File: src/trdb_consts.svh
`ifndef TRDB_CONSTS_SVH
`define TRDB_CONSTS_SVH

// packet format code, f0 to f3
`define TRDB_FORMAT_W 2

// subformat of a format 3 sync packet
`define TRDB_SUBFORMAT_W 2

// qualification status carried in a support packet
`define TRDB_QUAL_W 2

// cycles from a sample on valid_i to valid_o
// one for the decode stage, one for the select stage
`define TRDB_LATENCY 2

`endif

File: src/trdb_pkg.sv
package trdb_pkg;

    `include "trdb_consts.svh"

    // packet format as sent on the trace port
    typedef enum logic [`TRDB_FORMAT_W-1:0] {
        // optional extension, jtc and pbc, unused here
        F_OPT_EXT    = 2'h0,
        // differential address plus branch map
        F_DIFF_DELTA = 2'h1,
        // address only, branch map empty
        F_ADDR_ONLY  = 2'h2,
        // sync packets, see subformat
        F_SYNC       = 2'h3
    } trdb_format_e;

    // subformat of a format 3 packet
    typedef enum logic [`TRDB_SUBFORMAT_W-1:0] {
        // start of trace or resync
        SF_START   = 2'h0,
        // exception or interrupt
        SF_TRAP    = 2'h1,
        // context change, not produced by this encoder
        SF_CONTEXT = 2'h2,
        // encoder status and qualification
        SF_SUPPORT = 2'h3
    } trdb_f_sync_subformat_e;

    // why tracing stopped, reported in a support packet
    typedef enum logic [`TRDB_QUAL_W-1:0] {
        // nothing to report
        NO_CHANGE  = 2'h0,
        // ended after a reported packet
        ENDED_REP  = 2'h1,
        // packets dropped, kept for encoding only
        TRACE_LOST = 2'h2,
        // ended on an uninferable discontinuity
        ENDED_NTR  = 2'h3
    } qual_status_e;

endpackage

File: src/trdb_cond_decode.sv
`timescale 1ns/10ps

module trdb_cond_decode (
    input  logic clk_i,
    input  logic rst_ni,
    input  logic valid_i,
    // last cycle status
    input  logic lc_exception_i,
    input  logic lc_updiscon_i,
    // this cycle status
    input  logic tc_qualified_i,
    input  logic tc_exception_i,
    input  logic tc_retired_i,
    input  logic tc_first_qualified_i,
    input  logic tc_privchange_i,
    input  logic tc_context_change_i,
    input  logic tc_max_resync_i,
    input  logic tc_branch_map_empty_i,
    input  logic tc_branch_map_full_i,
    input  logic tc_enc_enabled_i,
    input  logic tc_enc_disabled_i,
    input  logic tc_opmode_change_i,
    input  logic lc_final_qualified_i,
    // next cycle status
    input  logic nc_exception_i,
    input  logic nc_privchange_i,
    input  logic nc_context_change_i,
    input  logic nc_branch_map_empty_i,
    input  logic nc_qualified_i,
    input  logic nc_retired_i,
    // registered conditions for the select stage
    output logic dec_valid_o,
    output logic dec_f3_sf3_o,
    output logic dec_qualified_o,
    output logic dec_lc_exception_o,
    output logic dec_exc_only_o,
    output logic dec_start_req_o,
    output logic dec_updiscon_o,
    output logic dec_resync_er_o,
    output logic dec_nc_report_o,
    output logic dec_nc_unqualified_o,
    output logic dec_rpt_br_o,
    output logic dec_branch_map_empty_o
);

    logic f3_sf3;
    logic exc_only;
    logic start_req;
    logic resync_er;
    logic nc_exc_only;
    logic nc_ppccd_br;
    logic nc_report;

    // support packet, encoder state changed or qualification just ended
    assign f3_sf3 = tc_enc_enabled_i | tc_enc_disabled_i | tc_opmode_change_i |
                    lc_final_qualified_i;
    // trap with nothing retired
    assign exc_only = tc_exception_i & ~tc_retired_i;
    // new start point needed
    assign start_req = tc_first_qualified_i | tc_privchange_i | tc_context_change_i |
                       tc_max_resync_i;
    // resync with pending branches, or trap after a retirement
    assign resync_er = (tc_max_resync_i & ~tc_branch_map_empty_i) |
                       (tc_exception_i & tc_retired_i);

    // next cycle will need this address reported now
    assign nc_exc_only = nc_exception_i & ~nc_retired_i;
    assign nc_ppccd_br = (nc_privchange_i | nc_context_change_i) & ~nc_branch_map_empty_i;
    assign nc_report   = nc_exc_only | nc_ppccd_br | ~nc_qualified_i;

    always_ff @(posedge clk_i or negedge rst_ni) begin
        if (!rst_ni) begin
            dec_valid_o            <= 1'b0;
            dec_f3_sf3_o           <= 1'b0;
            dec_qualified_o        <= 1'b0;
            dec_lc_exception_o     <= 1'b0;
            dec_exc_only_o         <= 1'b0;
            dec_start_req_o        <= 1'b0;
            dec_updiscon_o         <= 1'b0;
            dec_resync_er_o        <= 1'b0;
            dec_nc_report_o        <= 1'b0;
            dec_nc_unqualified_o   <= 1'b0;
            dec_rpt_br_o           <= 1'b0;
            dec_branch_map_empty_o <= 1'b0;
        end else begin
            dec_valid_o            <= valid_i;
            dec_f3_sf3_o           <= f3_sf3;
            dec_qualified_o        <= tc_qualified_i;
            dec_lc_exception_o     <= lc_exception_i;
            dec_exc_only_o         <= exc_only;
            dec_start_req_o        <= start_req;
            dec_updiscon_o         <= lc_updiscon_i;
            dec_resync_er_o        <= resync_er;
            dec_nc_report_o        <= nc_report;
            dec_nc_unqualified_o   <= ~nc_qualified_i;
            // full map must be flushed
            dec_rpt_br_o           <= tc_branch_map_full_i;
            dec_branch_map_empty_o <= tc_branch_map_empty_i;
        end
    end

endmodule

File: src/trdb_packet_select.sv
`timescale 1ns/10ps

module trdb_packet_select (
    input  logic                             clk_i,
    input  logic                             rst_ni,
    // decoded conditions from stage 1
    input  logic                             dec_valid_i,
    input  logic                             dec_f3_sf3_i,
    input  logic                             dec_qualified_i,
    input  logic                             dec_lc_exception_i,
    input  logic                             dec_exc_only_i,
    input  logic                             dec_start_req_i,
    input  logic                             dec_updiscon_i,
    input  logic                             dec_resync_er_i,
    input  logic                             dec_nc_report_i,
    input  logic                             dec_nc_unqualified_i,
    input  logic                             dec_rpt_br_i,
    input  logic                             dec_branch_map_empty_i,
    // packet request to the emitter
    output logic                             valid_o,
    output trdb_pkg::trdb_format_e           packet_format_o,
    output trdb_pkg::trdb_f_sync_subformat_e packet_f_sync_subformat_o,
    // 1 when the trap handler address follows the trap
    output logic                             thaddr_o,
    // cause and tval source, 0 last cycle, 1 this cycle
    output logic                             cause_mux_o,
    output logic                             tval_mux_o,
    output logic                             resync_timer_rst_o,
    output trdb_pkg::qual_status_e           qual_status_o,
    output logic                             irreport_o
);

    // last cycle reporting state
    logic reported_d;
    logic reported_q;
    logic ended_ntr_d;
    logic ended_ntr_q;
    logic ended_rep_d;
    logic ended_rep_q;

    // next values of the output register
    logic                             valid_d;
    trdb_pkg::trdb_format_e           format_d;
    trdb_pkg::trdb_f_sync_subformat_e subformat_d;
    logic                             thaddr_d;
    logic                             cause_mux_d;
    logic                             tval_mux_d;
    logic                             timer_rst_d;
    trdb_pkg::qual_status_e           qual_status_d;
    logic                             irreport_d;

    // priority tree, first match wins
    always_comb begin
        valid_d       = 1'b0;
        format_d      = trdb_pkg::F_OPT_EXT;
        subformat_d   = trdb_pkg::SF_START;
        thaddr_d      = 1'b0;
        cause_mux_d   = 1'b0;
        tval_mux_d    = 1'b0;
        timer_rst_d   = 1'b0;
        qual_status_d = trdb_pkg::NO_CHANGE;
        irreport_d    = 1'b0;
        reported_d    = 1'b0;
        ended_ntr_d   = 1'b0;
        ended_rep_d   = 1'b0;

        if (dec_valid_i) begin
            if (dec_f3_sf3_i) begin
                // support packet, ntr wins over rep
                valid_d     = 1'b1;
                format_d    = trdb_pkg::F_SYNC;
                subformat_d = trdb_pkg::SF_SUPPORT;
                if (ended_ntr_q) begin
                    qual_status_d = trdb_pkg::ENDED_NTR;
                end else if (ended_rep_q) begin
                    qual_status_d = trdb_pkg::ENDED_REP;
                end
            end else if (dec_qualified_i) begin
                if (dec_lc_exception_i) begin
                    // trap taken last cycle, selects stay on lc
                    valid_d     = 1'b1;
                    format_d    = trdb_pkg::F_SYNC;
                    timer_rst_d = 1'b1;
                    if (dec_exc_only_i) begin
                        subformat_d = trdb_pkg::SF_TRAP;
                        reported_d  = 1'b1;
                    end else if (reported_q) begin
                        // trap already sent, restart from handler
                        subformat_d = trdb_pkg::SF_START;
                    end else begin
                        subformat_d = trdb_pkg::SF_TRAP;
                        thaddr_d    = 1'b1;
                    end
                end else if (dec_start_req_i) begin
                    valid_d     = 1'b1;
                    format_d    = trdb_pkg::F_SYNC;
                    subformat_d = trdb_pkg::SF_START;
                    timer_rst_d = 1'b1;
                end else if (dec_updiscon_i) begin
                    valid_d     = 1'b1;
                    ended_ntr_d = 1'b1;
                    if (dec_exc_only_i) begin
                        // trap on the target, cause and tval from this cycle
                        format_d    = trdb_pkg::F_SYNC;
                        subformat_d = trdb_pkg::SF_TRAP;
                        timer_rst_d = 1'b1;
                        cause_mux_d = 1'b1;
                        tval_mux_d  = 1'b1;
                    end else begin
                        format_d   = dec_branch_map_empty_i ? trdb_pkg::F_ADDR_ONLY
                                                            : trdb_pkg::F_DIFF_DELTA;
                        irreport_d = dec_updiscon_i;
                    end
                end else if (dec_resync_er_i) begin
                    valid_d    = 1'b1;
                    format_d   = dec_branch_map_empty_i ? trdb_pkg::F_ADDR_ONLY
                                                        : trdb_pkg::F_DIFF_DELTA;
                    irreport_d = dec_updiscon_i;
                end else if (dec_nc_report_i) begin
                    // last qualified instr flags the rep ending
                    valid_d     = 1'b1;
                    format_d    = dec_branch_map_empty_i ? trdb_pkg::F_ADDR_ONLY
                                                         : trdb_pkg::F_DIFF_DELTA;
                    irreport_d  = dec_updiscon_i;
                    ended_rep_d = dec_nc_unqualified_i;
                end else if (dec_rpt_br_i) begin
                    // flush the full branch map
                    valid_d    = 1'b1;
                    format_d   = trdb_pkg::F_DIFF_DELTA;
                    irreport_d = dec_updiscon_i;
                end
            end
        end
    end

    // history flags follow this cycle's decision
    always_ff @(posedge clk_i or negedge rst_ni) begin
        if (!rst_ni) begin
            reported_q  <= 1'b0;
            ended_ntr_q <= 1'b0;
            ended_rep_q <= 1'b0;
        end else begin
            reported_q  <= reported_d;
            ended_ntr_q <= ended_ntr_d;
            ended_rep_q <= ended_rep_d;
        end
    end

    // output register, second pipeline stage
    always_ff @(posedge clk_i or negedge rst_ni) begin
        if (!rst_ni) begin
            valid_o                   <= 1'b0;
            packet_format_o           <= trdb_pkg::F_OPT_EXT;
            packet_f_sync_subformat_o <= trdb_pkg::SF_START;
            thaddr_o                  <= 1'b0;
            cause_mux_o               <= 1'b0;
            tval_mux_o                <= 1'b0;
            resync_timer_rst_o        <= 1'b0;
            qual_status_o             <= trdb_pkg::NO_CHANGE;
            irreport_o                <= 1'b0;
        end else begin
            valid_o                   <= valid_d;
            packet_format_o           <= format_d;
            packet_f_sync_subformat_o <= subformat_d;
            thaddr_o                  <= thaddr_d;
            cause_mux_o               <= cause_mux_d;
            tval_mux_o                <= tval_mux_d;
            resync_timer_rst_o        <= timer_rst_d;
            qual_status_o             <= qual_status_d;
            irreport_o                <= irreport_d;
        end
    end

endmodule

File: src/trdb_priority.sv
`timescale 1ns/10ps

module trdb_priority (
    input  logic                             clk_i,
    input  logic                             rst_ni,
    input  logic                             valid_i,
    input  logic                             lc_exception_i,
    input  logic                             lc_updiscon_i,
    input  logic                             tc_qualified_i,
    input  logic                             tc_exception_i,
    input  logic                             tc_retired_i,
    input  logic                             tc_first_qualified_i,
    input  logic                             tc_privchange_i,
    input  logic                             tc_context_change_i,
    input  logic                             tc_max_resync_i,
    input  logic                             tc_branch_map_empty_i,
    input  logic                             tc_branch_map_full_i,
    input  logic                             tc_enc_enabled_i,
    input  logic                             tc_enc_disabled_i,
    input  logic                             tc_opmode_change_i,
    input  logic                             lc_final_qualified_i,
    input  logic                             nc_exception_i,
    input  logic                             nc_privchange_i,
    input  logic                             nc_context_change_i,
    input  logic                             nc_branch_map_empty_i,
    input  logic                             nc_qualified_i,
    input  logic                             nc_retired_i,
    output logic                             valid_o,
    output trdb_pkg::trdb_format_e           packet_format_o,
    output trdb_pkg::trdb_f_sync_subformat_e packet_f_sync_subformat_o,
    output logic                             thaddr_o,
    output logic                             cause_mux_o,
    output logic                             tval_mux_o,
    output logic                             resync_timer_rst_o,
    output trdb_pkg::qual_status_e           qual_status_o,
    output logic                             irreport_o
);

    // stage 1 to stage 2 conditions
    logic dec_valid;
    logic dec_f3_sf3;
    logic dec_qualified;
    logic dec_lc_exception;
    logic dec_exc_only;
    logic dec_start_req;
    logic dec_updiscon;
    logic dec_resync_er;
    logic dec_nc_report;
    logic dec_nc_unqualified;
    logic dec_rpt_br;
    logic dec_branch_map_empty;

    // raw core status, names match the top ports
    trdb_cond_decode u_cond_decode (
        .*,
        .dec_valid_o            (dec_valid),
        .dec_f3_sf3_o           (dec_f3_sf3),
        .dec_qualified_o        (dec_qualified),
        .dec_lc_exception_o     (dec_lc_exception),
        .dec_exc_only_o         (dec_exc_only),
        .dec_start_req_o        (dec_start_req),
        .dec_updiscon_o         (dec_updiscon),
        .dec_resync_er_o        (dec_resync_er),
        .dec_nc_report_o        (dec_nc_report),
        .dec_nc_unqualified_o   (dec_nc_unqualified),
        .dec_rpt_br_o           (dec_rpt_br),
        .dec_branch_map_empty_o (dec_branch_map_empty)
    );

    // packet outputs go straight to the top ports
    trdb_packet_select u_packet_select (
        .*,
        .dec_valid_i            (dec_valid),
        .dec_f3_sf3_i           (dec_f3_sf3),
        .dec_qualified_i        (dec_qualified),
        .dec_lc_exception_i     (dec_lc_exception),
        .dec_exc_only_i         (dec_exc_only),
        .dec_start_req_i        (dec_start_req),
        .dec_updiscon_i         (dec_updiscon),
        .dec_resync_er_i        (dec_resync_er),
        .dec_nc_report_i        (dec_nc_report),
        .dec_nc_unqualified_i   (dec_nc_unqualified),
        .dec_rpt_br_i           (dec_rpt_br),
        .dec_branch_map_empty_i (dec_branch_map_empty)
    );

endmodule

File: config.mk
export PLATFORM = sky130hd
export DESIGN_NAME = trdb_priority
export DESIGN_NICKNAME = d
export VERILOG_FILES = /design/src/trdb_pkg.sv /design/src/trdb_cond_decode.sv /design/src/trdb_packet_select.sv /design/src/trdb_priority.sv
export VERILOG_INCLUDE_DIRS = /design/src
export SDC_FILE = /design/constraint.sdc
export NUM_CORES = 1
export LEC_CHECK = 0
export ABC_AREA = 1
export BUFFER_PORTS_ARGS = -buffer_cell sky130_fd_sc_hd__buf_4
export CELL_PAD_IN_SITES_DETAIL_PLACEMENT = 1
export CELL_PAD_IN_SITES_GLOBAL_PLACEMENT = 2
export CORE_AREA = 2 2 47 81
export CTS_BUF_LIST = sky130_fd_sc_hd__clkbuf_2
export DETAILED_ROUTE_END_ITERATION = 10
export DIE_AREA = 0 0 49 83
export PLACE_DENSITY_LB_ADDON = 0.1
export SKIP_CTS_REPAIR_TIMING = 1
export SLEW_MARGIN = 25
export SYNTH_ARGS = -nofsm -noshare
export SYNTH_HDL_FRONTEND = slang
export SYNTH_SLANG_ARGS = --single-unit
File: constraint.sdc
create_clock -name clk_i -period 1.23 [get_ports clk_i]
set_clock_uncertainty 0.05 [all_clocks]
set_input_delay 0.1845 -clock clk_i [delete_from_list [all_inputs] [get_ports clk_i]]
set_output_delay 0.1845 -clock clk_i [all_outputs]
set_load 0.02 [all_outputs]
==> results of run 1 <==
[placed cells by master (no fill, tap or decap)]
| cell | netlist | layout |
|---|---|---|
| buf_4 | 1 | 33 |
| dfrtp_1 | 26 | 26 |
| dlygate4sd3_1 | 0 | 21 |
| nand2_1 | 18 | 18 |
| inv_1 | 13 | 13 |
| nor2_1 | 11 | 9 |
| nor3_1 | 5 | 5 |
| o21ai_0 | 3 | 3 |
| clkbuf_2 | 0 | 3 |
| nor2_2 | 0 | 2 |
| nand4_1 | 2 | 2 |
| buf_6 | 1 | 2 |
| nand3_1 | 1 | 1 |
| nand3b_1 | 1 | 1 |
| o21ai_1 | 1 | 1 |
| o221ai_1 | 1 | 1 |
| or2_1 | 1 | 1 |
| a21o_1 | 1 | 1 |
| nor4_2 | 1 | 1 |
| o21a_1 | 1 | 1 |
[power by group through the flow]
stage | clock (uW) | sequential, uW | combinational [uW]
2_1_floorplan | 0 | 932 | 37.1
4_1_cts | 316 | 905 | 156
6_report | 298 | 906 | 210
3_3_place_gp | 0 | 919 | 152
5_1_grt | 358 | 912 | 234
3_5_place_dp | 0 | 920 | 155
[through the flow]
stage | setup slack, ns | TNS [ns] | total power [uW]
after floorplan | 0.211 | 0 | 969
after global placement | 0.0827 | 0 | 1070
after detailed placement | 0.0599 | 0 | 1080
after CTS | 0.0356 | 0 | 1380
after global routing | -0.0376 | -0.0376 | 1500
final | -0.0415 | -0.0415 | 1410
[kinds of logic after synthesis]
kind of cell,Yosys count
AO/OA/AOI/OAI,7
buffers and inverters,15
flip-flops,26
AND/OR/NAND/NOR,40
[worst min path at each step]
stage / start / cells past startpoint / slack, ns / endpoint
2_1_floorplan: rst_ni / 0 / -0.16 / u_cond_decode.dec_branch_map_empty_o
3_3_place_gp: rst_ni / 1 / 0.05 / u_packet_select.thaddr_o
3_5_place_dp: rst_ni / 1 / 0.06 / u_packet_select.thaddr_o
4_1_cts: rst_ni / 1 / -0.35 / u_packet_select.thaddr_o
5_1_grt: nc_exception_i / 3 / 0.04 / u_cond_decode.dec_nc_report_o
6_report: nc_privchange_i / 3 / 0.06 / u_cond_decode.dec_nc_report_o
[critical path, stage by stage]
cell and delay (ns):
dlygate4sd3_1 0.54, buf_4 0.14, nor2_1 0.10, dlygate4sd3_1 0.54
[cell type report]
type                    instances  area share [%]
clock buffers                   3            1.02
inverters                      13            3.30
multi-input cells              47            15.3
flip-flops and latches         26            44.0
well taps                      45            3.81
repair buffers                 56            32.5
[layer usage]
metal	track usage [%]	part of all wire [%]	up-vias
met4	7.01	1.3	0
li1	-	-	386
met3	1.98	3.5	2
met5	0	0	-
met2	20.5	64	21
met1	9.74	32	383
==> flow_metrics.env, run 1 <==
export IMPL_crit_path_max_fanout=2
export IMPL_yosysUniqueCellTypes=17
export IMPL_period_share_pct=103
export IMPL_p_sw_uw=338
export IMPL_yosys_area_share_simple_pct=18.9
export IMPL_vias_per_cell=4.17
export IMPL_critical_path_startpoint_type="input port"
export IMPL_gr_total_overflow=0
export IMPL_cts_root_buf="clkbuf_2"
export IMPL_dominant_combinational_cell_family_by_area_after_synthesis="simple AND/OR/NAND/NOR gates"
export IMPL_cts_clock_pin_slew_for_the_worst_setup_and_hold_paths_ns=0.22
export IMPL_proportion_of_layout_cells_with_a_drive_suffix_above_1_pct=28.3
export IMPL_critical_path_arrival_ns=1.51
export IMPL_tightest_slew_ns=0.320
export IMPL_standard_cell_area_after_detailed_placement_sq_mm=0.00124
export IMPL_detailed_place_hpwl_microns=1530
export IMPL_setup_viol=1
export IMPL_timing_fmax_mhz=786
export IMPL_internal_power_uw=1080
export IMPL_wire_length_of_the_first_global_routing_pass_microns=3320
export IMPL_area_growth_syn_to_layout_pct=57.3
export IMPL_synth_mux_area_fraction_pct=0
export IMPL_crit_path_start="tc_retired_i"
export IMPL_hold_path_class="input port to flip-flop"
export IMPL_cellLeakagePower_uw=0.000742
export IMPL_setup_worst_path_end="u_cond_decode.dec_exc_only_o"
export IMPL_dpl_cell_count=166
export IMPL_antenna_diode_count=0
export IMPL_die_height_microns=83
export IMPL_clkLatencyLatePin_ns=0.33
export IMPL_critPathRequiredTime_ns=1.47
export IMPL_synthDominantAreaCellType="dfrtp_1"
export IMPL_numClockSinks=26
export IMPL_period_needed_ns=1.27
export IMPL_drt_initial_drc_count=4
export IMPL_p_comb_share_pct=14.9
export IMPL_power_switching_fraction_pct=23.9
export IMPL_nFillCells=421
export IMPL_vdd_drop_max_v=0.000461
export IMPL_buffer_ports_inserted=35
export IMPL_cts_buffers_inserted=3
export IMPL_yosys_register_bits=26
export IMPL_postLayoutCoreUtil_pct=43.5
export IMPL_top_post_synthesis_cells_by_area="dfrtp_1 69%, nand2_1 7.2%, inv_1 5.2%"
export IMPL_std_cell_rows=28
export IMPL_stdcell_count=190
export IMPL_clock_tree_from_tritoncts="done"
export IMPL_clkPwrFrac_pct=21.1
export IMPL_seq_area_frac_synth_pct=69.2
export IMPL_wl_microns=2190
export IMPL_total_iterations_of_the_first_detailed_routing_run=3
export IMPL_start_util_pct=27.7
export IMPL_drcViolationCount=0
export IMPL_final_critical_path_setup_slack_ns=-0.0415
export IMPL_first_global_vias=774
export IMPL_failed_checks="negative setup slack"
export IMPL_die_area_sq_mm=0.00407
export IMPL_detail_route_antenna_nets=0
export IMPL_synthAdderAreaFrac_pct=0
export IMPL_synth_enable_flop_cells=0
export IMPL_ioPinCount=36
export IMPL_worst_r2r_path_depth=6
export IMPL_synthDominantCellAreaShare_pct=69.2
export IMPL_avgSynthCellArea_sq_um=10.7
export IMPL_ctsHtreeMaxLevel=1
export IMPL_global_route_usage_over_all_layers_pct=10.7
export IMPL_synth_net_count=112
export IMPL_synth_ff_type="dfrtp_1"
export IMPL_timing_final_hold_violations=0
export IMPL_clk_path_buf_depth=2
export IMPL_multiInputGateArea_sq_um=226
export IMPL_register_area_sq_um=651
export IMPL_reg2reg_setup_slack_ns=0.09
export IMPL_slew_viol_final=0
export IMPL_synthCells=88
export IMPL_fin_nets=171
export IMPL_pwr_density_cell_mw_per_mm2=957
export IMPL_die_w_microns=49
export IMPL_top_regs="u_packet_select.packet_f_sync_subformat_o x2, u_packet_select.packet_format_o x2, u_packet_select.qual_status_o x2"
export IMPL_yosys_area_share_xor_xnor_pct=0
export IMPL_gpl_final_weighted_congestion=0.677
export IMPL_worst_setup_path_end_kind="flip-flop"
export IMPL_worst_r2r_startpoint="u_cond_decode.dec_lc_exception_o"
export IMPL_ys_warnings_count=0
export IMPL_holdWs_ns=0.0565
export IMPL_synthesized_area_fraction_occupied_by_ao_oa_aoi_and_oai_cells_pct=4.66
export IMPL_critical_path_reg2reg_endpoint="u_packet_select.packet_format_o[0]"
export IMPL_fraction_of_power_consumed_by_sequential_logic_pct=64.0
export IMPL_status="finished with violations"
export IMPL_crit_type="input port to flip-flop"
export IMPL_synth_cell_area_sq_um=940
export IMPL_final_design_area_no_fill_sq_mm=0.00148
export IMPL_routed_via_count=792
export IMPL_synthMostInstantiatedCell="dfrtp_1"
export IMPL_cap_viol_max_count=0
export IMPL_max_slew_margin_pct=78.7
export IMPL_antenna_found_initial=0
export IMPL_grt_start_max_net_pins=27
export IMPL_floorplan_core_area_sq_mm=0.00340
export IMPL_postSynth_asyncResetShare_pct=100
export IMPL_wire_per_inst_microns=11.5
export IMPL_synthTopCellsByCount="26 x dfrtp_1, 18 x nand2_1, 13 x inv_1"
(Power assumes the default switching activity.)
==> run 2, diff against run 1 <==
--- a/config.mk
+++ b/config.mk
@@ -10,13 +10,14 @@
 export BUFFER_PORTS_ARGS = -buffer_cell sky130_fd_sc_hd__buf_4
 export CELL_PAD_IN_SITES_DETAIL_PLACEMENT = 1
 export CELL_PAD_IN_SITES_GLOBAL_PLACEMENT = 2
-export CORE_AREA = 2 2 47 81
+export CORE_AREA = 2 2 47 82
 export CTS_BUF_LIST = sky130_fd_sc_hd__clkbuf_2
 export DETAILED_ROUTE_END_ITERATION = 10
-export DIE_AREA = 0 0 49 83
+export DIE_AREA = 0 0 49 84
 export PLACE_DENSITY_LB_ADDON = 0.1
 export SKIP_CTS_REPAIR_TIMING = 1
 export SLEW_MARGIN = 25
 export SYNTH_ARGS = -nofsm -noshare
 export SYNTH_HDL_FRONTEND = slang
+export SYNTH_HIERARCHICAL = 1
 export SYNTH_SLANG_ARGS = --single-unit
==> flow_metrics.env, run 2 <==
export IMPL_wire_length_of_the_first_global_routing_pass_microns=3530
export IMPL_post_placement_worst_setup_slack_ns=0.0757
export IMPL_seq_area_frac_synth_pct=67.4
export IMPL_critical_path_startpoint_type="input port"
export IMPL_ctsHtreeMaxLevel=1
export IMPL_critical_path_arrival_ns=1.47
export IMPL_cellLeakagePower_uw=0.000763
export IMPL_yosysUniqueCellTypes=19
export IMPL_proportion_of_layout_cells_with_a_drive_suffix_above_1_pct=32.0
export IMPL_slowest_delay_ns=0.54
export IMPL_timing_fmax_mhz=827
export IMPL_critical_path_s_slowest_cell="dlygate4sd3_1"
export IMPL_max_slew_margin_pct=79.1
export IMPL_synthCells=94
export IMPL_worst_setup_path_end_kind="flip-flop"
export IMPL_dpl_cell_count=174
export IMPL_synthMostInstantiatedCell="dfrtp_1"
export IMPL_cap_viol_max_count=0
export IMPL_slew_viol_final=0
export IMPL_vdd_drop_max_v=0.000497
export IMPL_status="finished, final reports clean"
export IMPL_clkLatencyLatePin_ns=0.35
export IMPL_synth_cell_area_sq_um=966
export IMPL_die_height_microns=84
export IMPL_cts_root_buf="clkbuf_2"
export IMPL_die_w_microns=49
export IMPL_commonest_non_fill_non_tap_cells_in_the_layout="35 x buf_4, 23 x dfrtp_1, 21 x dlygate4sd3_1"
export IMPL_gpl_final_weighted_congestion=0.699
export IMPL_vias_per_cell=4.30
export IMPL_synth_enable_flop_cells=0
export IMPL_cts_clock_pin_slew_for_the_worst_setup_and_hold_paths_ns=0.22
export IMPL_rsz0062_at_grt="true"
export IMPL_top_regs="u_packet_select/packet_f_sync_subformat_o x2, u_packet_select/packet_format_o x2, u_packet_select/qual_status_o x2"
export IMPL_setup_viol=0
export IMPL_antenna_diode_count=0
export IMPL_global_route_usage_over_all_layers_pct=11.6
export IMPL_critPathRequiredTime_ns=1.49
export IMPL_drcViolationCount=0
export IMPL_detail_route_antenna_nets=0
export IMPL_synth_net_count=118
export IMPL_synth_ff_type="dfrtp_1"
export IMPL_clk_path_buf_depth=2
export IMPL_path_cells="dlygate4sd3_1 -> buf_4 -> nor2_1 -> dlygate4sd3_1"
export IMPL_pwr_density_cell_mw_per_mm2=945
export IMPL_wire_per_inst_microns=11.4
export IMPL_gr_total_overflow=0
export IMPL_tightest_slew_ns=0.314
export IMPL_synthTopCellsByCount="26 x dfrtp_1, 15 x inv_1, 14 x nand2_1"
export IMPL_cts_buffers_inserted=3
export IMPL_synthDominantAreaCellType="dfrtp_1"
export IMPL_yosys_register_bits=26
export IMPL_detailed_place_hpwl_microns=1700
export IMPL_ys_warnings_count=6
export IMPL_timing_final_hold_violations=0
export IMPL_stdcell_count=199
export IMPL_crit_type="input port to flip-flop"
export IMPL_antenna_found_initial=0
export IMPL_postSynth_asyncResetShare_pct=100
export IMPL_period_needed_ns=1.21
export IMPL_timing_critical_path_mode_cell="dlygate4sd3_1"
export IMPL_avgSynthCellArea_sq_um=10.3
export IMPL_final_critical_path_setup_slack_ns=0.0209
export IMPL_routed_via_count=856
export IMPL_hold_path_class="input port to flip-flop"
export IMPL_die_area_sq_mm=0.00412
export IMPL_area_growth_syn_to_layout_pct=58.5
export IMPL_start_util_pct=27.4
export IMPL_numClockSinks=26
export IMPL_total_iterations_of_the_first_detailed_routing_run=4
export IMPL_nFillCells=420
export IMPL_crit_path_max_fanout=2
export IMPL_fin_nets=178
export IMPL_reg2reg_setup_slack_ns=0.10
export IMPL_wl_microns=2270
export IMPL_grt_start_max_net_pins=27
export IMPL_synthDominantCellAreaShare_pct=67.4
export IMPL_clock_tree_from_tritoncts="done"
export IMPL_buffer_ports_inserted=35
export IMPL_top_post_synthesis_cells_by_area="dfrtp_1 67%, inv_1 5.8%, nand2_1 5.4%"
export IMPL_period_share_pct=98.3
export IMPL_drt_initial_drc_count=7
export IMPL_std_cell_rows=29
export IMPL_fin_tns_setup_ns=0
export IMPL_mostFrequentLayoutCell="buf_4"
export IMPL_first_global_vias=840
export IMPL_ioPinCount=36
export IMPL_floorplan_core_area_sq_mm=0.00352
-- run 2: changes by cell type in the layout (fill, tap and decap cells not counted), moves of 3 or more --
cell,previous run,this run
dfrtp_1,26,23
dfrtp_2,0,3
nand2_1,18,14
nand3_1,1,8
nor3_1,5,2
o21ai_0,3,0
o21ai_1,1,4
-- run 2: logic make-up (layout without fill, tap and decap cells) --
kind of cell	count (synthesis)	in the layout	share of synthesized area, %
AND/OR/NAND/NOR	42	42	20.1
flip-flops	26	26	67.4
buffers and inverters	18	77	7.38
AO/OA/AOI/OAI	8	8	5.18
-- run 2: metrics by stage --
stage                     utilization, %  hold slack (ns)  total power, uW  instance area, sq um
after floorplan                        -           -0.161              983                   966
after global placement              36.3           0.0548             1090                  1280
after detailed placement            36.3           0.0558             1090                  1280
after CTS                           36.9           -0.379             1410                  1300
after global routing                43.5          0.00666             1520                  1530
final                               43.5          0.00283             1450                  1530
-- run 2: final timing paths --
check	from	end	cells past startpoint
hold / removal	tc_exception_i	u_cond_decode/dec_resync_er_o	3
hold reg to reg	u_packet_select/reported_q	u_packet_select/thaddr_o	1
setup / recovery	tc_retired_i	u_cond_decode/dec_exc_only_o	4
max in group asynchronous	rst_ni	u_cond_decode/dec_f3_sf3_o	2
min in group asynchronous	rst_ni	u_packet_select/packet_f_sync_subformat_o[0]	2
setup reg to reg	u_cond_decode/dec_f3_sf3_o	u_packet_select/thaddr_o	3
-- run 2: power breakdown --
part	leakage, uW	switching (uW)	internal (uW)
sequential	0.000315	25.3	888
clock	0.0000140	239	70.6
combinational	0.000434	96.9	127
total	0.000763	361	1090
-- run 2: layout make-up --
type                    instances  area, sq um  area share (%)
clock inverters                 1         3.75           0.245
multi-input cells              50          264            17.2
clock buffers                   3         15.0           0.980
repair buffers                 56          473            30.9
flip-flops and latches         26          654            42.7
well taps                      46         57.6            3.76
inverters                      17         63.8            4.17
-- run 2: metal layers --
layer	GRT usage (%)	vias to the layer above	routed length, microns
li1	-	408	-
met5	0	-	0
met4	7.79	0	60
met1	8.83	417	667
met3	1.61	5	89
met2	24.4	26	1450
-- run 2: worst max-delay path: cells and delay by family --
family                 cells  cell delay [ns]
buffers and inverters      3             1.20
and+or+nand+nor            1             0.08
